File: src/common/cu_consts.svh
`ifndef CU_CONSTS_SVH
`define CU_CONSTS_SVH

// datapath and control widths
`define CU_IR_W       32
`define CU_STATE_W    7
`define CU_OP3_W      6
`define CU_ALUOP_W    6

// instruction field positions
`define CU_OP_HI      31
`define CU_OP_LO      30
`define CU_ANNUL_BIT  29
`define CU_COND_HI    28
`define CU_COND_LO    25
`define CU_OP2_HI     24
`define CU_OP2_LO     22
`define CU_OP3_HI     24
`define CU_OP3_LO     19
`define CU_IMM_BIT    13

`endif

File: src/common/isa_pkg.sv
`include "cu_consts.svh"

package isa_pkg;

	// major opcode, ir[31:30]
	typedef enum logic [1:0] {
		op_branch = 2'b00,
		op_call   = 2'b01,
		op_alu    = 2'b10,
		op_mem    = 2'b11
	} op_t;

	// branch group selector
	typedef enum logic [2:0] {
		op2_bicc  = 3'b010,
		op2_sethi = 3'b100
	} op2_t;

	typedef enum logic [3:0] {
		ic_alu,
		ic_alu_cc,
		ic_sethi,
		ic_load,
		ic_store,
		ic_call,
		ic_jmpl,
		ic_br_cond,
		ic_br_always,
		ic_illegal
	} iclass_t;

	localparam logic [`CU_OP3_W-1:0] op3_jmpl = 6'b111000;

	// ba, branch always
	localparam logic [3:0] cond_always = 4'b1000;

endpackage

File: src/common/cu_pkg.sv
`include "cu_consts.svh"

package cu_pkg;

	typedef enum logic [`CU_STATE_W-1:0] {
		st_reset        = 7'd0,
		st_fetch_addr   = 7'd1,
		st_fetch_req    = 7'd2,
		st_fetch_wait   = 7'd3,
		st_decode       = 7'd4,
		st_alu_reg      = 7'd10,
		st_alu_imm      = 7'd11,
		st_alu_reg_cc   = 7'd12,
		st_alu_imm_cc   = 7'd13,
		st_sethi        = 7'd14,
		st_ld_addr_reg  = 7'd20,
		st_ld_req       = 7'd21,
		st_ld_wait      = 7'd22,
		st_ld_write     = 7'd23,
		st_st_addr_reg  = 7'd25,
		st_st_data      = 7'd26,
		st_st_wait      = 7'd27,
		st_st_done      = 7'd28,
		st_ld_addr_imm  = 7'd30,
		st_st_addr_imm  = 7'd35,
		st_call_link    = 7'd40,
		st_call_jump    = 7'd41,
		st_jmpl_link    = 7'd42,
		st_jmpl_reg     = 7'd43,
		st_jmpl_imm     = 7'd44,
		st_br_target    = 7'd49,
		st_br_jump      = 7'd50,
		st_br_skip      = 7'd51,
		st_br_annul     = 7'd52,
		st_br_always    = 7'd54
	} cu_state_t;

	// alu function, from_ir lets the alu use op3
	typedef enum logic [`CU_ALUOP_W-1:0] {
		aop_from_ir = 6'b000000,
		aop_pass_b  = 6'b100000,
		aop_add4    = 6'b100001
	} alu_op_t;

	// mux selects and memory access type
	typedef logic [1:0] sel2_t;

endpackage

File: src/verilog/instr_decoder.sv
`timescale 1ns/100ps
`include "cu_consts.svh"

module instr_decoder (
	input  logic [`CU_IR_W-1:0] ir,
	output isa_pkg::iclass_t    iclass,
	output logic                imm,
	output logic                annul
);
	import isa_pkg::*;

	op_t                  op;
	op2_t                 op2;
	logic [`CU_OP3_W-1:0] op3;
	logic [3:0]           cond;

	assign op   = op_t'(ir[`CU_OP_HI:`CU_OP_LO]);
	assign op2  = op2_t'(ir[`CU_OP2_HI:`CU_OP2_LO]);
	assign op3  = ir[`CU_OP3_HI:`CU_OP3_LO];
	assign cond = ir[`CU_COND_HI:`CU_COND_LO];

	assign imm   = ir[`CU_IMM_BIT];
	assign annul = ir[`CU_ANNUL_BIT];

	always_comb begin
		iclass = ic_illegal;
		case (op)
			op_alu: begin
				if (op3 == op3_jmpl)
					iclass = ic_jmpl;
				else if (op3 inside {[6'b100101:6'b100111]})
					iclass = ic_alu;
				// add/sub/logic family, bit 4 selects the cc form
				else if (op3[5] == 1'b0 && op3[3:0] inside {4'b0000, 4'b1000, 4'b0100,
						4'b1100, 4'b0001, 4'b0101, 4'b0010, 4'b0110, 4'b0011, 4'b0111})
					iclass = op3[4] ? ic_alu_cc : ic_alu;
			end
			op_mem: begin
				if (op3 inside {6'b001001, 6'b001010, 6'b001000, 6'b000001, 6'b000010,
						6'b000011, 6'b001101})
					iclass = ic_load;
				else if (op3 inside {6'b000110, 6'b000100, 6'b000111, 6'b001111})
					iclass = ic_store;
			end
			op_call:
				iclass = ic_call;
			op_branch: begin
				if (op2 == op2_sethi)
					iclass = ic_sethi;
				else if (op2 == op2_bicc)
					iclass = (cond == cond_always) ? ic_br_always : ic_br_cond;
			end
			default:
				iclass = ic_illegal;
		endcase
	end

endmodule

File: src/verilog/sequencer.sv
`timescale 1ns/100ps

module sequencer (
	input  logic              Clk,
	input  logic              Clr,
	input  isa_pkg::iclass_t  iclass,
	input  logic              imm,
	input  logic              annul,
	input  logic              moc,
	input  logic              bcond,
	output cu_pkg::cu_state_t state
);
	import isa_pkg::*;
	import cu_pkg::*;

	cu_state_t next_state;

	always_ff @(posedge Clk or negedge Clr) begin
		if (!Clr)
			state <= st_reset;
		else
			state <= next_state;
	end

	always_comb begin
		case (state)
			st_reset:
				next_state = st_fetch_addr;
			st_fetch_addr:
				next_state = st_fetch_req;
			st_fetch_req:
				next_state = st_fetch_wait;
			// hold until memory reports done
			st_fetch_wait:
				next_state = moc ? st_decode : st_fetch_wait;
			st_decode: begin
				case (iclass)
					ic_alu:       next_state = imm ? st_alu_imm : st_alu_reg;
					ic_alu_cc:    next_state = imm ? st_alu_imm_cc : st_alu_reg_cc;
					ic_sethi:     next_state = st_sethi;
					ic_load:      next_state = imm ? st_ld_addr_imm : st_ld_addr_reg;
					ic_store:     next_state = imm ? st_st_addr_imm : st_st_addr_reg;
					ic_call:      next_state = st_call_link;
					ic_jmpl:      next_state = st_jmpl_link;
					ic_br_always: next_state = st_br_always;
					ic_br_cond: begin
						if (bcond)
							next_state = st_br_target;
						else if (annul)
							next_state = st_br_annul;
						else
							next_state = st_br_skip;
					end
					default:      next_state = st_fetch_addr;
				endcase
			end
			st_alu_reg, st_alu_imm, st_alu_reg_cc, st_alu_imm_cc, st_sethi:
				next_state = st_fetch_addr;
			st_ld_addr_reg, st_ld_addr_imm:
				next_state = st_ld_req;
			st_ld_req:
				next_state = st_ld_wait;
			st_ld_wait:
				next_state = moc ? st_ld_write : st_ld_wait;
			st_ld_write:
				next_state = st_fetch_addr;
			st_st_addr_reg, st_st_addr_imm:
				next_state = st_st_data;
			st_st_data:
				next_state = st_st_wait;
			st_st_wait:
				next_state = moc ? st_st_done : st_st_wait;
			st_st_done:
				next_state = st_fetch_addr;
			st_call_link:
				next_state = st_call_jump;
			st_jmpl_link:
				next_state = imm ? st_jmpl_imm : st_jmpl_reg;
			st_call_jump, st_jmpl_reg, st_jmpl_imm:
				next_state = st_fetch_addr;
			st_br_target:
				next_state = st_br_jump;
			// target already in npc, skip the address phase of fetch
			st_br_jump:
				next_state = st_fetch_req;
			st_br_skip, st_br_annul, st_br_always:
				next_state = st_fetch_addr;
			default:
				next_state = st_reset;
		endcase
	end

endmodule

File: src/verilog/control_encoder.sv
`timescale 1ns/100ps

module control_encoder (
	input  cu_pkg::cu_state_t state,
	output logic              reg_win_en,
	output logic              rf_load_en,
	output logic              rf_clear_en,
	output logic              ir_ld,
	output logic              mar_ld,
	output logic              mdr_ld,
	output logic              pc_ld,
	output logic              npc_ld,
	output logic              fr_ld,
	output logic              r_w,
	output logic              mov,
	output logic              mm,
	output logic              mr,
	output logic              mop,
	output logic              msa,
	output cu_pkg::sel2_t     mem_type,
	output cu_pkg::sel2_t     mb,
	output cu_pkg::sel2_t     mnp,
	output cu_pkg::sel2_t     mp,
	output cu_pkg::sel2_t     msc,
	output cu_pkg::alu_op_t   alu_op
);
	import cu_pkg::*;

	logic rf_write;

	// register file write, both window and file enables
	assign rf_write = state inside {st_alu_reg, st_alu_imm, st_alu_reg_cc, st_alu_imm_cc,
		st_sethi, st_ld_write, st_call_link, st_jmpl_link};
	assign rf_load_en  = rf_write;
	assign reg_win_en  = rf_write;
	assign rf_clear_en = (state == st_reset);
	assign mr          = (state == st_reset);

	assign ir_ld  = (state == st_fetch_wait);
	assign mar_ld = state inside {st_fetch_addr, st_br_target, st_ld_addr_reg, st_ld_addr_imm,
		st_st_addr_reg, st_st_addr_imm};
	assign mdr_ld = state inside {st_ld_wait, st_st_data};
	assign fr_ld  = state inside {st_alu_reg_cc, st_alu_imm_cc};

	assign pc_ld  = state inside {st_reset, st_fetch_wait, st_call_jump, st_jmpl_reg,
		st_jmpl_imm, st_br_skip, st_br_annul, st_br_always};
	assign npc_ld = state inside {st_reset, st_fetch_req, st_call_jump, st_jmpl_reg,
		st_jmpl_imm, st_br_jump, st_br_skip, st_br_annul, st_br_always};

	// memory side
	assign r_w = state inside {st_fetch_req, st_fetch_wait, st_ld_addr_reg, st_ld_addr_imm,
		st_ld_req, st_ld_wait, st_st_addr_reg, st_st_addr_imm};
	assign mov = state inside {st_fetch_req, st_fetch_wait, st_ld_req, st_ld_wait,
		st_st_wait, st_st_done};
	assign mm  = state inside {st_st_addr_reg, st_st_addr_imm, st_st_data};
	assign msa = (state == st_st_data);
	assign mop = state inside {st_fetch_addr, st_br_target, st_sethi, st_ld_addr_reg,
		st_ld_addr_imm, st_ld_write, st_st_addr_reg, st_st_addr_imm, st_st_data,
		st_call_link, st_jmpl_link};

	always_comb begin
		mem_type = 2'b00;
		mb       = 2'b00;
		mnp      = 2'b00;
		mp       = 2'b00;
		msc      = 2'b00;
		alu_op   = aop_from_ir;
		case (state)
			st_reset:       mnp = 2'b11;
			// pc + 4 into mar, reused by the taken branch
			st_fetch_addr, st_br_target: begin
				mb     = 2'b10;
				mp     = 2'b11;
				alu_op = aop_add4;
			end
			st_fetch_req: begin
				mem_type = 2'b10;
				mnp      = 2'b11;
			end
			st_fetch_wait: begin
				mem_type = 2'b10;
				mnp      = 2'b11;
				mp       = 2'b11;
			end
			st_alu_imm, st_alu_imm_cc, st_ld_addr_imm, st_st_addr_imm:
				mb = 2'b01;
			st_sethi:       mb = 2'b10;
			st_ld_write: begin
				mb     = 2'b11;
				alu_op = aop_add4;
			end
			st_st_data:     alu_op = aop_pass_b;
			st_call_link, st_jmpl_link: begin
				mb     = 2'b10;
				msc    = (state == st_call_link) ? 2'b01 : 2'b00;
				alu_op = aop_add4;
			end
			st_call_jump, st_br_jump: begin
				mnp = 2'b10;
				mp  = 2'b11;
			end
			st_jmpl_reg:    mp = 2'b11;
			st_jmpl_imm: begin
				mb = 2'b01;
				mp = 2'b11;
			end
			st_br_skip: begin
				mnp = 2'b11;
				mp  = 2'b11;
			end
			// skip the delay slot
			st_br_annul, st_br_always: begin
				mnp = 2'b01;
				mp  = 2'b10;
			end
			default: ;
		endcase
	end

endmodule

File: src/verilog/control_unit.sv
`timescale 1ns/100ps
`include "cu_consts.svh"

module control_unit (
	input  logic                Clk,
	input  logic                Clr,
	input  logic [`CU_IR_W-1:0] ir,
	input  logic                moc,
	input  logic                bcond,
	output cu_pkg::cu_state_t   state,
	output logic                reg_win_en,
	output logic                rf_load_en,
	output logic                rf_clear_en,
	output logic                ir_ld,
	output logic                mar_ld,
	output logic                mdr_ld,
	output logic                pc_ld,
	output logic                npc_ld,
	output logic                fr_ld,
	output logic                r_w,
	output logic                mov,
	output logic                mm,
	output logic                mr,
	output logic                mop,
	output logic                msa,
	output cu_pkg::sel2_t       mem_type,
	output cu_pkg::sel2_t       mb,
	output cu_pkg::sel2_t       mnp,
	output cu_pkg::sel2_t       mp,
	output cu_pkg::sel2_t       msc,
	output cu_pkg::alu_op_t     alu_op
);
	import isa_pkg::*;

	iclass_t iclass;
	logic    imm;
	logic    annul;

	instr_decoder decoder_i (
		.ir     (ir),
		.iclass (iclass),
		.imm    (imm),
		.annul  (annul)
	);

	sequencer sequencer_i (
		.Clk    (Clk),
		.Clr    (Clr),
		.iclass (iclass),
		.imm    (imm),
		.annul  (annul),
		.moc    (moc),
		.bcond  (bcond),
		.state  (state)
	);

	control_encoder encoder_i (
		.state       (state),
		.reg_win_en  (reg_win_en),
		.rf_load_en  (rf_load_en),
		.rf_clear_en (rf_clear_en),
		.ir_ld       (ir_ld),
		.mar_ld      (mar_ld),
		.mdr_ld      (mdr_ld),
		.pc_ld       (pc_ld),
		.npc_ld      (npc_ld),
		.fr_ld       (fr_ld),
		.r_w         (r_w),
		.mov         (mov),
		.mm          (mm),
		.mr          (mr),
		.mop         (mop),
		.msa         (msa),
		.mem_type    (mem_type),
		.mb          (mb),
		.mnp         (mnp),
		.mp          (mp),
		.msc         (msc),
		.alu_op      (alu_op)
	);

endmodule

File: config.mk
export PLATFORM = sky130hd
export DESIGN_NAME = control_unit
export DESIGN_NICKNAME = d
export VERILOG_FILES = /design/src/common/isa_pkg.sv /design/src/common/cu_pkg.sv /design/src/verilog/instr_decoder.sv /design/src/verilog/sequencer.sv /design/src/verilog/control_encoder.sv /design/src/verilog/control_unit.sv
export VERILOG_INCLUDE_DIRS = /design/src /design/src/common
export SDC_FILE = /design/constraint.sdc
export NUM_CORES = 1
export LEC_CHECK = 0
export BUFFER_PORTS_ARGS = -buffer_cell sky130_fd_sc_hd__buf_2
export CAP_MARGIN = 20
export CORE_MARGIN = 2
export CORE_UTILIZATION = 35
export DETAILED_ROUTE_END_ITERATION = 7
export PLACE_DENSITY = 0.68
export REMOVE_ABC_BUFFERS = 1
export SLEW_MARGIN = 25
export SYNTH_ARGS = -nofsm -noshare
export SYNTH_HDL_FRONTEND = slang
export SYNTH_SLANG_ARGS = --single-unit
File: constraint.sdc
create_clock -name Clk -period 2.25 [get_ports Clk]
set_input_delay 0.1125 -clock Clk [delete_from_list [all_inputs] [get_ports Clk]]
set_output_delay 0.1125 -clock Clk [all_outputs]
set_load 0.02 [all_outputs]
Word-level counts from Yosys, hierarchy flattened
Index checks and enable logic that the tools add are counted.
- magnitude comparators: 2
- equal/unequal tests: 64
- mux-type cells: 29
- bitwise gates (word level): 1
- reduce and logical (&&, ||, !) cells: 32
- operator list (kind ; count):
    $pmux 7 s14 ; 1
    $eq 7x6->1 const B ; 11
    $eq 7x5->1 const B ; 9
    $pmux 7 s9 ; 1
    $mux 4 ; 9
    $eq 7x4->1 const B ; 5
    $eq 4x3->1 const B ; 8
    $eq 6x4->1 const B ; 5
    $reduce_bool 8->1 ; 3
    $eq 6x3->1 const B ; 3
    $eq 4x2->1 const B ; 4
    $eq 4x4->1 const B ; 4
    $pmux 4 s4 ; 1
    $reduce_or 5->1 ; 3
    $eq 7x2->1 const B ; 2
    $reduce_or 14->1 ; 1
    $reduce_or 2->1 ; 7
    $eq 6x2->1 const B ; 2
    $mux 3 ; 4
    $pmux 2 s3 ; 2
    $pmux 6 s2 ; 1
    $reduce_bool 6->1 ; 2
    $reduce_bool 11->1 ; 1
    $reduce_bool 10->1 ; 1
    other kinds (28) ; 38
- register bits after elaboration: 7
- input port bits: 36
- output and inout port bits: 38
- logic and storage cells: 129

Depth between registers and ports, before layout
- depth after elaboration: 10
- gate-level depth with buffers: 9
- mapped depth without buffers: 6

Hierarchy
From an unflattened synthesis, not the netlist that was laid out.
- cell total of the unflattened synthesis: 286
- area total of the unflattened synthesis: 1945.6 µm²
- modules (own cells, without submodules) (module ; instances ; cells each ; area each (µm²) ; sequential area each (µm²)):
    sequencer ; 1 ; 122 ; 862.1 ; 150.1
    control_encoder ; 1 ; 120 ; 785.8 ; 0.0
    instr_decoder ; 1 ; 44 ; 297.8 ; 0.0

Worst setup path before layout
OpenSTA, ideal clock, no wires.
- path type: register -> output
- start point: register sequencer_i.state[3]
- end point: output port rf_clear_en
- arrival time: 2.247 ns
- required time: 2.138 ns
- slack: -0.109 ns
- stages on the path, launching flop included: 7
- buffers on the path: 5
- path through: dfrtp_1 > clkbuf_1 > buf_2 > buf_1 > buf_2 > nor4_1 > buf_4
- cells in the longest elaborated chain, start to end: 1
- ends and longest elaborated chain (what ; RTL line ; RTL):
    start, declared ; sequencer.sv:11 ; output cu_pkg::cu_state_t state
    start signal, assigned ; sequencer.sv:20 ; state <= st_reset;
    start signal, assigned ; sequencer.sv:22 ; state <= next_state;
    $logic_not 7->1 ; -- ;
    end, declared ; control_unit.sv:13 ; output logic rf_clear_en,
Every way passes these cells.

Final worst setup path
- start point: register sequencer_i.state[4]
- end point: output port alu_op[5]
- cells in the longest elaborated chain, start to end: 3
- elaborated cells between the ends (all ways): 8
- classes of those cells: eq/ne (6); mux (1); reduce/logical (1)
- ends and longest elaborated chain (what ; RTL line ; RTL):
    $eq 7x6->1, or another cell as far along ; control_encoder.sv:68 ; case (state)
    $reduce_or 5->1 (no line) ; -- ;
    $pmux 6 s2 * ; control_encoder.sv:68 ;
    end, declared ; control_unit.sv:31 ; output cu_pkg::alu_op_t alu_op
Every way passes the cells marked *; elsewhere a longest branch is shown, timed or not.

==> results.cfg <==
[critical_path]
cp_num_buf_inv = 2
path_max_fanout = 6
r2r_slack_ps = 240
worst-path-stages = 8
cp_data_arrival_time_ps = 2000
startpoint = sequencer_i.state[4]
critPathKind = reg -> out
path_delay_family = simple AND/OR/NAND/NOR gates
endpoint = alu_op[5]
cp_slowest_stage_delay_ps = 450
worstReg2RegEnd = sequencer_i.state[0]
critPathRequiredTime_ps = 2140
worstSetupStartpointType = register
worstPathCellList = nand2b_1 -> buf_4 -> nand2_1 -> nor3_1 -> a31oi_1 -> o32ai_1 -> or2_2 -> buf_2
r2r_start = sequencer_i.state[0]
slowest_stage = dfrtp_1
reg2regPathDepth = 7
worst_setup_path_end_kind = primary output

[clock_tree]
cts_tree = done
cts-buffers-inserted = 3
cts-root-buf = clkbuf_8
numClockSinks = 6
htree_num_levels = 1
clkTransAtPathRegs_ps = 40
worstSkewPairLatency_ps = 210
cts_buffer_depth = 2

[sta]
setup_violations = 0
whs_ps = 247.0
rsz0062_at_grt = false
fmax_ghz = 0.4727
worst_slack_ps = 134.7
skew_ps = 0.5784
period_minus_slack_ps = 2115
finalCritPeriodShare_pct = 94.01
drv_slew = 0
slew-limit-headroom_pct = 62.81
tightest_slew_ps = 557.8
final-hold-violation-count = 0

[global_routing]
antenna_found_initial = 0
first_global_vias = 2131
grt_max_degree = 22
grt.total_usage_pct = 19.42
grt_overflow = 0
grt_first_pass_wirelength_um = 10020

[floorplan]
die-area_mm2 = 0.006054
start_util_pct = 36.87
rows = 26
die_x_um = 77.81
ios = 74
die_h_um = 77.81
fp.coreArea_mm2 = 0.005172

[final_layout]
drive_above_1_share_pct = 26.87
nFillCells = 541
top_regs = sequencer_i.state (6)
final_common_cell = buf_2
layout_common_cells = 48 x buf_2, 25 x nand2_1, 25 x nor2_1, 22 x o21ai_0, 21 x buf_4
fin_area_mm2 = 0.002307
largest_reg_flops = 6
antenna_cells = 0
top_register = sequencer_i.state
final_util_pct = 44.61
nets = 373
syn2layout_area_growth_pct = 21.00

[synthesis]
synthDistinctLibCells = 67
synth_fa_ha_area_share_pct = 0
synth_area_leaders = dfrtp_1 7.9%, o21ai_0 6.0%, nor2_1 5.1%, nand2_1 4.9%, nand2b_1 4.6%
seq_area_frac_synth_pct = 7.874
synth-seq-cells = 6
syn_area_mm2 = 0.001907
ys_async_sr_fraction_pct = 100.0
synth_top_family_by_area = compound AO/OA/AOI/OAI gates
synth_compound_area_share_pct = 43.24
synth-xor-area-share_pct = 2.756
ys.flop_type = dfrtp_1
synth_top_area_share_pct = 7.874
syn_area_per_cell_um2 = 6.486
synth_simple_gate_area_share_pct = 33.46
postSynthCellCount = 294
muxShareOfSynthArea_pct = 1.050
yosysWarnings = 0
synth_edf_count = 0
yosysTopAreaCell = dfrtp_1

[route]
ant_nets = 0
viasPerCell = 5.968
num_vias = 2417
route.detailed.drc = 0
wl_per_cell_um = 14.93
wl_um = 6048
first_iter_violations = 269
firstDrtPassIters = 6

[pwr]
p_leak_nw = 0.9600
p_switching_w = 0.001290
power.density_mw_per_mm2 = 987.8
p_seq_share_pct = 10.0
pwr-share-clk_pct = 6.8
comb_power_share_pct = 83.2
ir_worst_vdd_mv = 0.4473
switching_share_pct = 56.62
intPower_w = 0.0009887

[place]
io_buffer_count = 48
pre_cts_slack_ps = 257.3
placed_area_mm2 = 0.002252
gp_congestion = 0.9364
dp_hpwl_um = 4613

[flow_run]
cap_violations = 0

[outcome]
status = finished, final reports clean

[min_path]
hp-class = in -> async
repair_timing:
| action | 4_1_cts | 5_1_grt |
|---|---|---|
| hold endpoints to repair | 6 | 0 |
| gates resized for setup | 0 | 3 |
| buffers inserted | 0 | 0 |
| hold buffers | 1 | 0 |
| setup endpoints to repair | 0 | 6 |
layer usage:
| metal | vias to the layer above | share of wire [%] | routed length [um] | track usage, % |
|---|---|---|---|---|
| met5 | - | 0 | 0 | 0 |
| met4 | 0 | 1.4 | 82 | 4.821 |
| met3 | 10 | 7.1 | 430 | 1.395 |
| met2 | 133 | 48 | 2894 | 32.84 |
| met1 | 1091 | 44 | 2642 | 26.62 |
| li1 | 1183 | - | - | - |
power by group through the flow:
stage | Combinational [W] | Sequential (W) | Clock (W)
floorplan | 0.00105 | 0.000362 | 0
detailed placement | 0.00187 | 0.000227 | 0
global route | 0.00206 | 0.000235 | 0.000167
finish | 0.00190 | 0.000229 | 0.000155
CTS | 0.00188 | 0.000225 | 0.000160
global placement | 0.00186 | 0.000225 | 0
cell usage after synthesis (4+ instances only):
library cell and count:
nor4_1 6, nand2b_1 14, buf_4 9, o21ai_0 23, buf_1 7, a211oi_1 7, a22o_1 4, a31oi_1 9
a21o_1 4, clkbuf_1 9, a21oi_1 17, o22ai_1 5, nor2_1 26, nor2b_1 7, buf_2 15, dfrtp_1 6
nand2_1 25, a22oi_1 8, o32ai_1 4, nor3_1 11, nand3_1 6
area by class of cell:
type,count,area (um^2),share of cell area [%]
clock buffers,3,41.29,1.790
inverters,4,15.01,0.6508
multi-input cells,250,1564,67.79
flip-flops and latches,6,151.4,6.562
well taps,70,87.58,3.796
repair buffers,72,447.9,19.41
stage by stage:
stage | TNS, ps | cells | power [W]
2_1_floorplan | -863.1 | 260 | 0.001408
3_3_place_gp | 0 | 401 | 0.002081
3_5_place_dp | 0 | 401 | 0.002100
4_1_cts | 0 | 405 | 0.002263
5_1_grt | 0 | 405 | 0.002466
6_report | 0 | 405 | 0.002279
logic make-up after synthesis:
group / after synthesis
AND/OR/NAND/NOR: 119
AO/OA/AOI/OAI: 116
buffers and inverters: 44
XOR/XNOR: 6
flip-flops: 6
multiplexers: 2
other: 1
how the worst min path moves through the flow:
stage	endpoint	slack (ps)	cells after the start
floorplan	sequencer_i.state[0]	-180	0
global placement	sequencer_i.state[5]	-60	1
detailed placement	sequencer_i.state[2]	-60	1
CTS	sequencer_i.state[2]	250	2
global route	sequencer_i.state[5]	250	2
finish	sequencer_i.state[5]	250	2
No activity file was read; power rests on OpenSTA's default activity.
